==> src/raster_params.svh <==
// ~~~~~~~~~~~~~~~~~~~~
// Sizing macros for the rasterizer front end:
// FIFO depths, output credits and field widths.
// ~~~~~~~~~~~~~~~~~~~~

`ifndef RASTER_PARAMS_SVH
`define RASTER_PARAMS_SVH

// Buffer depths, which are also the writers' initial credits.
`define CMD_FIFO_DEPTH 8
`define TRI_FIFO_DEPTH 4

`define OUT_CREDITS 2 // Credits toward the rasterizer.

`define COORD_W 16 // Coordinate width.
`define TEX_W 8 // Texture number width.
`define CNT_W 16 // Per-frame triangle count width.

`endif

==> src/raster_cmd_pkg.sv <==
// ~~~~~~~~~~~~~~~~~~~~
// Host command protocol: opcode enumeration
// and the header, vertex and generic word views.
// ~~~~~~~~~~~~~~~~~~~~

`default_nettype none

`include "raster_params.svh"

package raster_cmd_pkg;

	typedef enum logic [3:0] {
		NOP       = 4'd0,
		TRIANGLE  = 4'd1,
		FRAME_END = 4'd2
	} raster_opcode_e;

	// Generic word as it travels through the command FIFO.
	typedef struct packed {
		raster_opcode_e opcode;
		logic [27:0]    payload;
	} cmd_word_t;

	typedef struct packed {
		raster_opcode_e         opcode;
		logic [27-`TEX_W:0]     reserved; // Ignored by the decoder.
		logic [`TEX_W-1:0]      tex;
	} cmd_header_t;

	typedef struct packed {
		logic [`COORD_W-1:0] x; // Upper half.
		logic [`COORD_W-1:0] y; // Lower half.
	} cmd_vertex_t;

endpackage

`default_nettype wire

==> src/raster_geom_pkg.sv <==
// ~~~~~~~~~~~~~~~~~~~~
// Geometry records: vertex, triangle,
// triangle queue item and setup result.
// ~~~~~~~~~~~~~~~~~~~~

`default_nettype none

`include "raster_params.svh"

package raster_geom_pkg;

	typedef struct packed {
		logic [`COORD_W-1:0] x;
		logic [`COORD_W-1:0] y;
	} vertex_t;

	typedef struct packed {
		vertex_t           v0;
		vertex_t           v1;
		vertex_t           v2;
		logic [`TEX_W-1:0] tex;
	} triangle_t;

	// Queue entry; frame_end marks a frame boundary with no geometry.
	typedef struct packed {
		logic      frame_end;
		triangle_t triangle;
	} tri_item_t;

	typedef struct packed {
		logic [`COORD_W-1:0] x_min;
		logic [`COORD_W-1:0] y_min;
		logic [`COORD_W-1:0] x_max;
		logic [`COORD_W-1:0] y_max;
	} bbox_t;

	typedef struct packed {
		bbox_t             bbox;
		logic [`TEX_W-1:0] tex;
	} setup_t;

endpackage

`default_nettype wire

==> src/credit_fifo.sv <==
// ~~~~~~~~~~~~~~~~~~~~
// First-word-fall-through circular FIFO for any
// payload type. Each pop returns one credit to
// the writer on the following cycle.
// ~~~~~~~~~~~~~~~~~~~~

`timescale 1ns/1ns
`default_nettype none

module credit_fifo
#(
	parameter type PAYLOAD_T = logic [31:0],
	parameter int  DEPTH     = 4
)
(
	input  wire      clk,
	input  wire      reset,
	input  wire      push,
	input  PAYLOAD_T push_data,
	input  wire      pop,
	output PAYLOAD_T head,
	output logic     not_empty,
	output logic     credit
);

	localparam int PTR_W = (DEPTH > 1) ? $clog2(DEPTH) : 1;
	localparam int OCC_W = $clog2(DEPTH + 1);

	PAYLOAD_T mem [DEPTH];

	logic [PTR_W-1:0] wr_ptr;
	logic [PTR_W-1:0] rd_ptr;
	logic [OCC_W-1:0] count;

	function automatic logic [PTR_W-1:0] ptr_next(input logic [PTR_W-1:0] ptr);
		if (ptr == PTR_W'(DEPTH - 1))
			return '0; // Wrap for any depth.
		return ptr + 1'b1;
	endfunction

	always_ff @(posedge clk)
	begin
		if (push)
			mem[wr_ptr] <= push_data;
	end

	always_ff @(posedge clk)
	begin
		if (reset == 1'b0)
		begin
			wr_ptr <= '0;
			rd_ptr <= '0;
			count  <= '0;
			credit <= 1'b0;
		end
		else
		begin
			if (push)
				wr_ptr <= ptr_next(wr_ptr);
			if (pop)
				rd_ptr <= ptr_next(rd_ptr);
			count  <= count + OCC_W'(push) - OCC_W'(pop);
			credit <= pop; // One credit per freed entry.
		end
	end

	assign head      = mem[rd_ptr]; // Fall-through head.
	assign not_empty = (count != '0);

endmodule

`default_nettype wire

==> src/triangle_decoder.sv <==
// ~~~~~~~~~~~~~~~~~~~~
// Command decoder: waits for and latches the
// header and three vertex words, then pushes a
// triangle item or frame marker on a credit.
// ~~~~~~~~~~~~~~~~~~~~

`timescale 1ns/1ns
`default_nettype none

`include "raster_params.svh"

module triangle_decoder
	import raster_cmd_pkg::*;
	import raster_geom_pkg::*;
(
	input  wire       clk,
	input  wire       reset,
	input  cmd_word_t cmd_head,
	input  wire       cmd_valid,
	output logic      cmd_pop,
	input  wire       tri_credit,
	output logic      tri_push,
	output tri_item_t tri_item
);

	localparam int CRED_W = $clog2(`TRI_FIFO_DEPTH + 1);

	typedef enum logic [2:0] {
		IDLE,
		VERTEX1,
		VERTEX2,
		VERTEX3,
		PUSH
	} state_e;

	state_e state;
	state_e next_state;

	cmd_header_t       hdr;
	logic [CRED_W-1:0] credit_cnt;
	tri_item_t         item_q;

	function automatic vertex_t to_vertex(input cmd_word_t w);
		cmd_vertex_t cv;
		vertex_t     v;
		cv  = cmd_vertex_t'(w);
		v.x = cv.x;
		v.y = cv.y;
		return v;
	endfunction

	assign hdr = cmd_header_t'(cmd_head); // Header view of the head word.

	always_ff @(posedge clk)
	begin
		if (reset == 1'b0)
		begin
			state      <= IDLE;
			credit_cnt <= CRED_W'(`TRI_FIFO_DEPTH); // Queue starts empty.
		end
		else
		begin
			state      <= next_state;
			credit_cnt <= credit_cnt + CRED_W'(tri_credit) - CRED_W'(tri_push);
		end
	end

	always_comb
	begin
		next_state = state;
		cmd_pop    = 1'b0;
		tri_push   = 1'b0;

		case (state)
			IDLE:
				if (cmd_valid)
				begin
					cmd_pop = 1'b1; // Unknown opcodes are simply dropped.
					if (hdr.opcode == TRIANGLE)
						next_state = VERTEX1;
					else if (hdr.opcode == FRAME_END)
						next_state = PUSH;
				end
			VERTEX1:
				if (cmd_valid)
				begin
					cmd_pop    = 1'b1;
					next_state = VERTEX2;
				end
			VERTEX2:
				if (cmd_valid)
				begin
					cmd_pop    = 1'b1;
					next_state = VERTEX3;
				end
			VERTEX3:
				if (cmd_valid)
				begin
					cmd_pop    = 1'b1;
					next_state = PUSH;
				end
			PUSH:
				if (credit_cnt != '0) // Hold the item until the queue has room.
				begin
					tri_push   = 1'b1;
					next_state = IDLE;
				end
			default:
				next_state = IDLE;
		endcase
	end

	always_ff @(posedge clk)
	begin
		if (cmd_pop)
		begin
			case (state)
				IDLE:
				begin
					item_q.frame_end    <= (hdr.opcode == FRAME_END);
					item_q.triangle.tex <= hdr.tex;
				end
				VERTEX1: item_q.triangle.v0 <= to_vertex(cmd_head);
				VERTEX2: item_q.triangle.v1 <= to_vertex(cmd_head);
				VERTEX3: item_q.triangle.v2 <= to_vertex(cmd_head);
				default: ;
			endcase
		end
	end

	assign tri_item = item_q;

endmodule

`default_nettype wire

==> src/bbox_setup.sv <==
// ~~~~~~~~~~~~~~~~~~~~
// Setup stage: bounding box per triangle,
// per-frame triangle count, output credits.
// ~~~~~~~~~~~~~~~~~~~~

`timescale 1ns/1ns
`default_nettype none

`include "raster_params.svh"

module bbox_setup
	import raster_geom_pkg::*;
(
	input  wire                    clk,
	input  wire                    reset,
	input  tri_item_t              item,
	input  wire                    item_valid,
	output logic                   item_pop,
	input  wire                    setup_credit,
	output logic                   setup_valid,
	output setup_t                 setup_data,
	output logic                   frame_done,
	output logic [`CNT_W-1:0]      frame_tri_count
);

	localparam int CRED_W = $clog2(`OUT_CREDITS + 1);

	typedef logic [`COORD_W-1:0] coord_t;

	logic [CRED_W-1:0] credit_cnt;
	logic [`CNT_W-1:0] tri_count;
	bbox_t             bbox;

	function automatic coord_t min3(input coord_t a, input coord_t b, input coord_t c);
		coord_t m;
		m = (a < b) ? a : b;
		return (c < m) ? c : m;
	endfunction

	function automatic coord_t max3(input coord_t a, input coord_t b, input coord_t c);
		coord_t m;
		m = (a > b) ? a : b;
		return (c > m) ? c : m;
	endfunction

	// Unsigned per-axis extents.
	always_comb
	begin
		bbox.x_min = min3(item.triangle.v0.x, item.triangle.v1.x, item.triangle.v2.x);
		bbox.y_min = min3(item.triangle.v0.y, item.triangle.v1.y, item.triangle.v2.y);
		bbox.x_max = max3(item.triangle.v0.x, item.triangle.v1.x, item.triangle.v2.x);
		bbox.y_max = max3(item.triangle.v0.y, item.triangle.v1.y, item.triangle.v2.y);
	end

	assign item_pop = item_valid && (credit_cnt != '0);

	always_ff @(posedge clk)
	begin
		if (reset == 1'b0)
		begin
			credit_cnt      <= CRED_W'(`OUT_CREDITS);
			tri_count       <= '0;
			setup_valid     <= 1'b0;
			frame_done      <= 1'b0;
			frame_tri_count <= '0;
		end
		else
		begin
			credit_cnt  <= credit_cnt + CRED_W'(setup_credit) - CRED_W'(item_pop);
			setup_valid <= item_pop && !item.frame_end;
			frame_done  <= item_pop && item.frame_end; // Markers spend a credit too.
			if (item_pop)
			begin
				if (item.frame_end)
				begin
					frame_tri_count <= tri_count;
					tri_count       <= '0; // Next frame starts from zero.
				end
				else
					tri_count <= tri_count + 1'b1;
			end
		end
	end

	always_ff @(posedge clk)
	begin
		if (item_pop && !item.frame_end)
		begin
			setup_data.bbox <= bbox;
			setup_data.tex  <= item.triangle.tex;
		end
	end

endmodule

`default_nettype wire

==> src/raster_front_top.sv <==
// ~~~~~~~~~~~~~~~~~~~~
// Rasterizer front end: command FIFO, decoder,
// triangle queue and bounding box setup.
// ~~~~~~~~~~~~~~~~~~~~

`timescale 1ns/1ns
`default_nettype none

`include "raster_params.svh"

module raster_front_top
	import raster_cmd_pkg::*;
	import raster_geom_pkg::*;
(
	input  wire                    clk,
	input  wire                    reset,
	input  wire                    cmd_push,
	input  cmd_word_t              cmd_word,
	output logic                   cmd_credit,
	input  wire                    setup_credit,
	output logic                   setup_valid,
	output setup_t                 setup_data,
	output logic                   frame_done,
	output logic [`CNT_W-1:0]      frame_tri_count
);

	cmd_word_t cmd_head;
	logic      cmd_not_empty;
	logic      cmd_pop;

	tri_item_t tri_push_item;
	tri_item_t tri_head;
	logic      tri_push;
	logic      tri_not_empty;
	logic      tri_pop;
	logic      tri_credit;

	credit_fifo #(.PAYLOAD_T(cmd_word_t), .DEPTH(`CMD_FIFO_DEPTH)) u_cmd_fifo (
		.clk(clk), .reset(reset),
		.push(cmd_push), .push_data(cmd_word),
		.pop(cmd_pop), .head(cmd_head),
		.not_empty(cmd_not_empty), .credit(cmd_credit) // Credits go back to the host.
	);

	triangle_decoder u_decoder (
		.clk(clk), .reset(reset),
		.cmd_head(cmd_head), .cmd_valid(cmd_not_empty), .cmd_pop(cmd_pop),
		.tri_credit(tri_credit), .tri_push(tri_push), .tri_item(tri_push_item)
	);

	credit_fifo #(.PAYLOAD_T(tri_item_t), .DEPTH(`TRI_FIFO_DEPTH)) u_tri_queue (
		.clk(clk), .reset(reset),
		.push(tri_push), .push_data(tri_push_item),
		.pop(tri_pop), .head(tri_head),
		.not_empty(tri_not_empty), .credit(tri_credit)
	);

	bbox_setup u_setup (
		.clk(clk), .reset(reset),
		.item(tri_head), .item_valid(tri_not_empty), .item_pop(tri_pop),
		.setup_credit(setup_credit), .setup_valid(setup_valid), .setup_data(setup_data),
		.frame_done(frame_done), .frame_tri_count(frame_tri_count)
	);

endmodule

`default_nettype wire

==> config.mk <==
export PLATFORM = sky130hd
export DESIGN_NAME = raster_front_top
export DESIGN_NICKNAME = d
export VERILOG_FILES = /design/src/raster_cmd_pkg.sv /design/src/raster_geom_pkg.sv /design/src/credit_fifo.sv /design/src/triangle_decoder.sv /design/src/bbox_setup.sv /design/src/raster_front_top.sv
export VERILOG_INCLUDE_DIRS = /design/src /design/src/src
export SDC_FILE = /design/constraint.sdc
export NUM_CORES = 1
export LEC_CHECK = 0
export ABC_AREA = 0
export BUFFER_PORTS_ARGS = -buffer_cell sky130_fd_sc_hd__buf_4
export CAP_MARGIN = 10
export CORE_MARGIN = 3
export CORE_UTILIZATION = 60
export CTS_BUF_LIST = sky130_fd_sc_hd__clkbuf_2
export CTS_CLUSTER_SIZE = 25
export DETAILED_ROUTE_END_ITERATION = 6
export HOLD_SLACK_MARGIN = 0.02
export PLACE_DENSITY = 0.77
export SLEW_MARGIN = 15
export SYNTH_ARGS = -nofsm -noshare
export SYNTH_HDL_FRONTEND = slang
export SYNTH_HIERARCHICAL = 1
export SYNTH_SLANG_ARGS = --single-unit
==> constraint.sdc <==
create_clock -name clk -period 6.5 [get_ports clk]
set_input_delay 0.975 -clock clk [delete_from_list [all_inputs] [get_ports clk]]
set_output_delay 0.975 -clock clk [all_outputs]
set_load 0.05 [all_outputs]
==> flow_metrics.py, run 1 <==
metrics = {
    "critical_path": {
        "required_ps": 7660,
        "crit_fanout": 29,
        "regToRegEndpoint": "u_setup/setup_data[18]",
        "r2r_cells": 19,
        "arrival_ps": 7070,
        "cp-start-kind": "flip-flop",
        "end_kind": "flip-flop",
        "critPathKind": "reg -> reg",
        "ff2ff_setup_slack_ps": 590,
    },
    "drt": {
        "wire_per_inst_um": 22.7,
        "drc_errors": 0,
        "wl_mm": 71.0,
        "drt_pre_antenna_iters": 5,
        "wl_met2_mm": 35.3,
        "dr.first_iter.drc_count": 1300,
        "wl_met3_mm": 4.83,
        "drt-vias-per-instance": 5.87,
        "antenna_left": 0,
        "top_layer_used": "met4",
        "wl_met1_mm": 29.6,
        "vias": 18408,
    },
    "clock_tree": {
        "cts_sinks": 919,
        "clkTransAtPathRegs_ps": 100,
        "cts_tree": "done",
        "insertion_delay_ps": 1360,
        "clockBufferDepth": 3,
        "cts-htree-levels": 4,
        "post_cts_buffers": 0,
        "numCtsBuffers": 211,
        "root_buffer": "clkbuf_2",
    },
    "synthesis": {
        "yosys_register_bits": 919,
        "synthDistinctLibCells": 61,
        "yosysSeqAreaShare": 0.731,
        "synth-main-ff-cell": "edfxtp_1",
        "avgSynthCellArea_um2": 20.1,
        "syn_inst": 1832,
        "synth.area.top_cells": "edfxtp_1 (70%), mux4_2 (7.9%), ha_1 (3.9%)",
        "synth_top_area_frac": 0.695,
        "synth-edff-count": 853,
        "postSynthNetCount": 1986,
        "yosysWarnings": 6,
        "netlist_area_um2": 36900,
        "async_reset_ff_frac": 0,
        "synth.largest_area_cell": "edfxtp_1",
    },
    "power_and_ir_drop": {
        "intPower_mw": 12.9,
        "clkPwrFrac": 0.170,
        "leakagePower_nw": 14.6,
        "power_per_cell_area_nw_per_um2": 510,
        "peakVddDrop_mv": 0.311,
        "power_frac_seq": 0.380,
        "power_switching_mw": 8.06,
        "combPwrFrac": 0.450,
        "switching_share": 0.385,
    },
    "placement": {
        "globalplace.congestion": 0.859,
        "dp_hpwl_mm": 43.8,
        "portBuffers": 126,
    },
    "global_route": {
        "grtUsageTotal": 0.227,
        "grt_pass1_wl_mm": 109,
        "grt-ovfl-total": 0,
        "grt_max_degree": 58,
        "antenna_found_initial": 4,
        "grt_pass1_vias": 19377,
    },
    "layout": {
        "final_common_cell": "edfxtp_1",
        "drive_above_1_share": 0.294,
        "area_growth_syn_to_layout_pct": 11.4,
        "layout_common_cells": "edfxtp_1 (853), clkbuf_2 (317), buf_4 (156)",
        "final_nets": 2336,
    },
    "min_path": {
        "min_to": "u_cmd_fifo/mem[6][14]",
        "min_path_type": "in -> reg",
        "hp-start": "cmd_word[14]",
        "whs_path_depth": 2,
    },
    "timing": {
        "clock-skew-final_ps": 94.0,
        "rsz0062_at_grt": "no",
        "hold_viol_final": 0,
        "tightestPinTransition_ps": 942,
        "min_period_ps": 5910,
        "fmax_ghz": 0.169,
        "finalSetupViolations": 0,
        "relSlewSlack": 0.372,
        "slew_violations": 0,
        "min_period_over_period": 0.909,
        "fin_setup_tns_ps": 0,
        "holdWs_ps": 402,
    },
    "floorplan": {
        "die_area_um2": 64400,
        "core_um2": 60600,
        "die_h_um": 254,
        "rows": 90,
        "start_util": 0.608,
        "die_x_um": 254,
        "ios": 127,
    },
    "status": {
        "status": "finished clean",
    },
    "flow_run": {
        "drv_cap": 0,
    },
}
==> sequential cells by signal, summed over array words and instances (netlist names), 2 cells and up, named ones only <==
| register | flops |
|---|---|
| u_tri_queue/mem | 420 |
| u_cmd_fifo/wr_ptr | 3 |
| u_tri_queue/count | 3 |
| u_setup/setup_data | 72 |
| u_decoder/state | 3 |
| u_cmd_fifo/rd_ptr | 3 |
| u_tri_queue/rd_ptr | 2 |
| u_setup/credit_cnt | 2 |
| u_decoder/credit_cnt | 3 |
| u_setup/tri_count | 16 |
| u_decoder/tri_item | 105 |
| u_cmd_fifo/count | 4 |
| u_cmd_fifo/mem | 256 |
| u_setup/frame_tri_count | 16 |
| u_tri_queue/wr_ptr | 2 |
==> cell families (layout without fill, tap and decap cells) <==
kind of cell,count (synthesis),after routing,share of synthesized area
xor+xnor,18,18,0.00465
fa+ha+maj,118,118,0.0407
buf+inv,143,661,0.0199
compound gates,127,127,0.0241
simple gates,174,174,0.0262
mux,333,333,0.154
flops,919,919,0.731
other cells,0,2,0
==> routing by layer <==
metal	vias to the layer above	track usage
met5	-	0
met4	0	0.0729
met3	93	0.0579
met2	692	0.367
met1	9318	0.308
li1	8305	-
==> power groups by stage <==
stage	registers (mW)	clock network, mW	logic [mW]
after floorplan	8.83	0	6.14
after global placement	8.06	0	9.16
after detailed placement	8.09	0	9.33
after CTS	7.96	3.70	9.42
after global routing	8.02	3.99	10.2
final	7.95	3.56	9.41
==> cell usage after synthesis, drive strengths merged (2+ instances only) <==
library cell,instances
mux2,38
mux2i,126
o21a,7
nand4,18
dfxtp,66
and2,18
fa,3
a22o,17
buf,46
or3,5
a2111oi,4
mux4,169
nor2b,19
nor4b,2
inv,84
or4,3
nand2,31
a41oi,3
ha,115
nand3,12
o21ai,22
nand2b,5
edfxtp,853
nor2,34
and3,7
nor4,2
a21oi,42
clkbuf,12
a21boi,2
and4,2
nor3,10
xor2,11
o22ai,2
a21o,15
o211ai,7
nor3b,4
xnor2,6
==> area by class of cell <==
type	count	area [um2]
diodes	2	5.00
clock buffers	317	1590
clock inverters	64	372
fillers	3920	19500
inverters	85	319
multi-input cells	770	9240
flip-flops and latches	919	26900
well taps	782	978
repair buffers	195	1590
==> worst max path at each step <==
stage	endpoint	slack, ps	cells past startpoint
after CTS	u_setup/setup_data[21]	610	19
after floorplan	u_setup/setup_data[13]	1360	21
after global placement	u_setup/setup_data[13]	700	19
after global routing	u_setup/setup_data[20]	150	19
final	u_setup/setup_data[18]	590	19
after detailed placement	u_setup/setup_data[18]	680	19
==> per-stage QoR <==
stage / worst slack (ps) / std cells / utilization / instance area [um2] / total power [mW]
6_report: 594 / 3134 / 0.677 / 41000 / 20.9
2_1_floorplan: 1360 / 1832 / - / 36900 / 15.0
4_1_cts: 612 / 3132 / 0.677 / 41000 / 21.1
3_5_place_dp: 676 / 2715 / 0.639 / 38700 / 17.4
5_1_grt: 150 / 3134 / 0.677 / 41000 / 22.2
3_3_place_gp: 705 / 2715 / 0.639 / 38700 / 17.2
==> timing repair <==
action                                 4_1_cts  5_1_grt
hold buffers                                36        0
endpoints found under the hold margin      291        0
gates resized for setup                      0        0
==> worst max-delay path: stages (launching register included) <==
cell       delay [ps]
dfxtp_4           490
buf_12            290
mux4_2            590
inv_1             110
ha_1              250
nand4_1           140
nor2_1             60
a2111oi_2         460
nand3_4           380
o21ai_4           420
mux2i_1           410
ha_1              310
and4_1            170
nand4_1           150
nor2_1             70
a2111oi_0         370
o41ai_1           170
o21ai_2           360
buf_4             310
mux2i_1           230
Note: power is estimated with default switching activity, not from simulation.
==> run 2, diff against run 1 <==
--- a/config.mk
+++ b/config.mk
@@ -10,12 +10,12 @@
 export BUFFER_PORTS_ARGS = -buffer_cell sky130_fd_sc_hd__buf_4
 export CAP_MARGIN = 10
 export CORE_MARGIN = 3
-export CORE_UTILIZATION = 60
+export CORE_UTILIZATION = 58
 export CTS_BUF_LIST = sky130_fd_sc_hd__clkbuf_2
 export CTS_CLUSTER_SIZE = 25
 export DETAILED_ROUTE_END_ITERATION = 6
 export HOLD_SLACK_MARGIN = 0.02
-export PLACE_DENSITY = 0.77
+export PLACE_DENSITY = 0.78
 export SLEW_MARGIN = 15
 export SYNTH_ARGS = -nofsm -noshare
 export SYNTH_HDL_FRONTEND = slang
==> constraint.sdc (replaced) <==
create_clock -name clk -period 5.1 [get_ports clk]
set_input_delay 0.765 -clock clk [delete_from_list [all_inputs] [get_ports clk]]
set_output_delay 0.765 -clock clk [all_outputs]
set_load 0.05 [all_outputs]
==> flow_metrics.py, run 2 (same netlist as run 1, synthesis figures left out) <==
metrics = {
    "layout": {
        "area_growth_syn_to_layout_pct": 16.1,
        "largest_register_ffs": 420,
        "final_nets": 2468,
        "regMostFlops": "u_tri_queue/mem",
        "final_common_cell": "edfxtp_1",
        "layout_common_cells": "edfxtp_1 (853), clkbuf_2 (317), buf_4 (244)",
        "finish.instance_area_um2": 42800,
        "stdcell_count": 3321,
        "drive_above_1_share": 0.342,
    },
    "timing": {
        "hold_viol_final": 0,
        "relSlewSlack": 0.286,
        "min_period_ps": 5020,
        "finalSetupViolations": 0,
        "fmax_ghz": 0.199,
        "clock-skew-final_ps": 93.6,
        "min_period_over_period": 0.983,
        "slew_violations": 0,
        "tightestPinTransition_ps": 1070,
        "rsz0062_at_grt": "yes",
    },
    "critical_path": {
        "ff2ff_setup_slack_ps": 80,
        "cp-start-kind": "flip-flop",
        "crit_fanout": 8,
        "r2r_cells": 18,
        "critPathKind": "reg -> reg",
        "required_ps": 6210,
        "arrival_ps": 6130,
        "regToRegEndpoint": "u_setup/setup_data[8]",
        "end_kind": "flip-flop",
    },
    "floorplan": {
        "start_util": 0.592,
        "rows": 91,
        "die_area_um2": 66600,
        "die_x_um": 258,
        "die_h_um": 258,
        "core_um2": 62300,
        "ios": 127,
    },
    "drt": {
        "antenna_left": 0,
        "dr.first_iter.drc_count": 1443,
        "wire_per_inst_um": 22.5,
        "vias": 18984,
        "drt_pre_antenna_iters": 7,
        "drt-vias-per-instance": 5.72,
        "drc_errors": 0,
        "wl_mm": 74.9,
    },
    "min_path": {
        "hp-start": "cmd_word[5]",
        "min_to": "u_cmd_fifo/mem[6][5]",
        "whs_path_depth": 2,
        "min_path_type": "in -> reg",
    },
    "clock_tree": {
        "root_buffer": "clkbuf_2",
        "insertion_delay_ps": 1370,
        "clockBufferDepth": 3,
        "cts_tree": "done",
        "cts_sinks": 919,
        "numCtsBuffers": 212,
        "clkTransAtPathRegs_ps": 110,
        "cts-htree-levels": 4,
    },
    "placement": {
        "dp_hpwl_mm": 46.2,
        "globalplace.congestion": 0.864,
        "dp_cells": 2842,
        "portBuffers": 126,
        "dpl_cell_area_um2": 39500,
    },
    "flow_run": {
        "drv_cap": 0,
    },
    "power_and_ir_drop": {
        "total_power_mw": 29.7,
        "power_per_cell_area_nw_per_um2": 693,
        "peakVddDrop_mv": 0.529,
        "leakagePower_nw": 15.4,
    },
    "status": {
        "status": "finished clean",
    },
    "global_route": {
        "antenna_found_initial": 7,
        "grt_pass1_wl_mm": 115,
        "grtUsageTotal": 0.228,
        "grt-ovfl-total": 0,
        "grt_max_degree": 67,
        "grt_pass1_vias": 20162,
    },
}
[run 2: cell types whose count changed in the layout (fill, tap and decap cells not counted), sizes merged]
cell,before,now
bufbuf,0,1
dlygate4sd3,36,53
diode,2,5
clkbuf,317,320
buf,159,269
inv,88,89
clkinvlp,1,4
clkinv,56,50
[run 2: how the worst max path moves through the flow]
stage,from,end,slack [ps],cells after the start
after floorplan,flip-flop,u_setup/setup_data[8],20,20
after global placement,flip-flop,u_setup/setup_data[38],-130,20
after detailed placement,flip-flop,u_setup/setup_data[38],-200,20
after CTS,flip-flop,u_setup/setup_data[38],0.8,20
after global routing,flip-flop,u_setup/setup_data[70],-60,20
final,flip-flop,u_setup/setup_data[8],80,18
[run 2: power breakdown]
group / internal [mW] / switching (mW) / leakage [nW] / total [mW]
logic: 6.86 / 8.11 / 5.60 / 15.0
registers: 9.71 / 0.375 / 8.28 / 10.1
clock network: 1.86 / 2.73 / 1.48 / 4.60
[run 2: critical path, cell delays in order, from the launching register on]
cell,delay [ps]
dfxtp_4,410
buf_4,170
buf_12,140
mux4_2,510
inv_1,80
ha_1,180
nand4_2,150
or4_4,560
o21ai_4,380
buf_4,210
mux2i_1,350
ha_1,330
nand4_1,140
nor2_2,70
a2111oi_4,270
o41ai_4,140
o21ai_2,210
buf_6,140
mux2_2,330
[run 2: metrics by stage]
step / TNS, ps / hold slack (ps) / util / setup WS [ps]
final: 0 / 189 / 0.687 / 84.5
after global routing: -1130 / 49.2 / 0.687 / -64.1
after CTS: 0 / 23.4 / 0.676 / 0.816
after detailed placement: -6340 / 466 / 0.633 / -196
after global placement: -1740 / 465 / 0.633 / -125
after floorplan: 0 / 459 / - / 18.2
[run 2: area by class of cell]
cell class / instances / area [um2]
antenna: 5 / 12.5
clock buffer: 317 / 1590
clock inverter: 62 / 368
fill: 3928 / 19500
inverter: 85 / 319
multi-input combinational: 770 / 9590
sequential: 919 / 26900
tap: 837 / 1050
timing repair buffer: 326 / 2910
[run 2: layer usage]
| layer | track usage | vias up | routed length (um) |
|---|---|---|---|
| met3 | 0.0544 | 93 | 4830 |
| li1 | - | 8565 | - |
| met2 | 0.378 | 662 | 38300 |
| met4 | 0.0741 | 2 | 1170 |
| met5 | 0 | - | 13 |
| met1 | 0.301 | 9662 | 30500 |
[run 2: what timing repair did]
action                                  in CTS  in global routing
hold endpoints to repair                   296                  0
setup buffers                                5                 31
pin swaps                                    2                 15
hold buffers                                53                  0
resized for setup                           13                 62
cloned                                       2                  4
endpoints found under the setup margin      59                 64
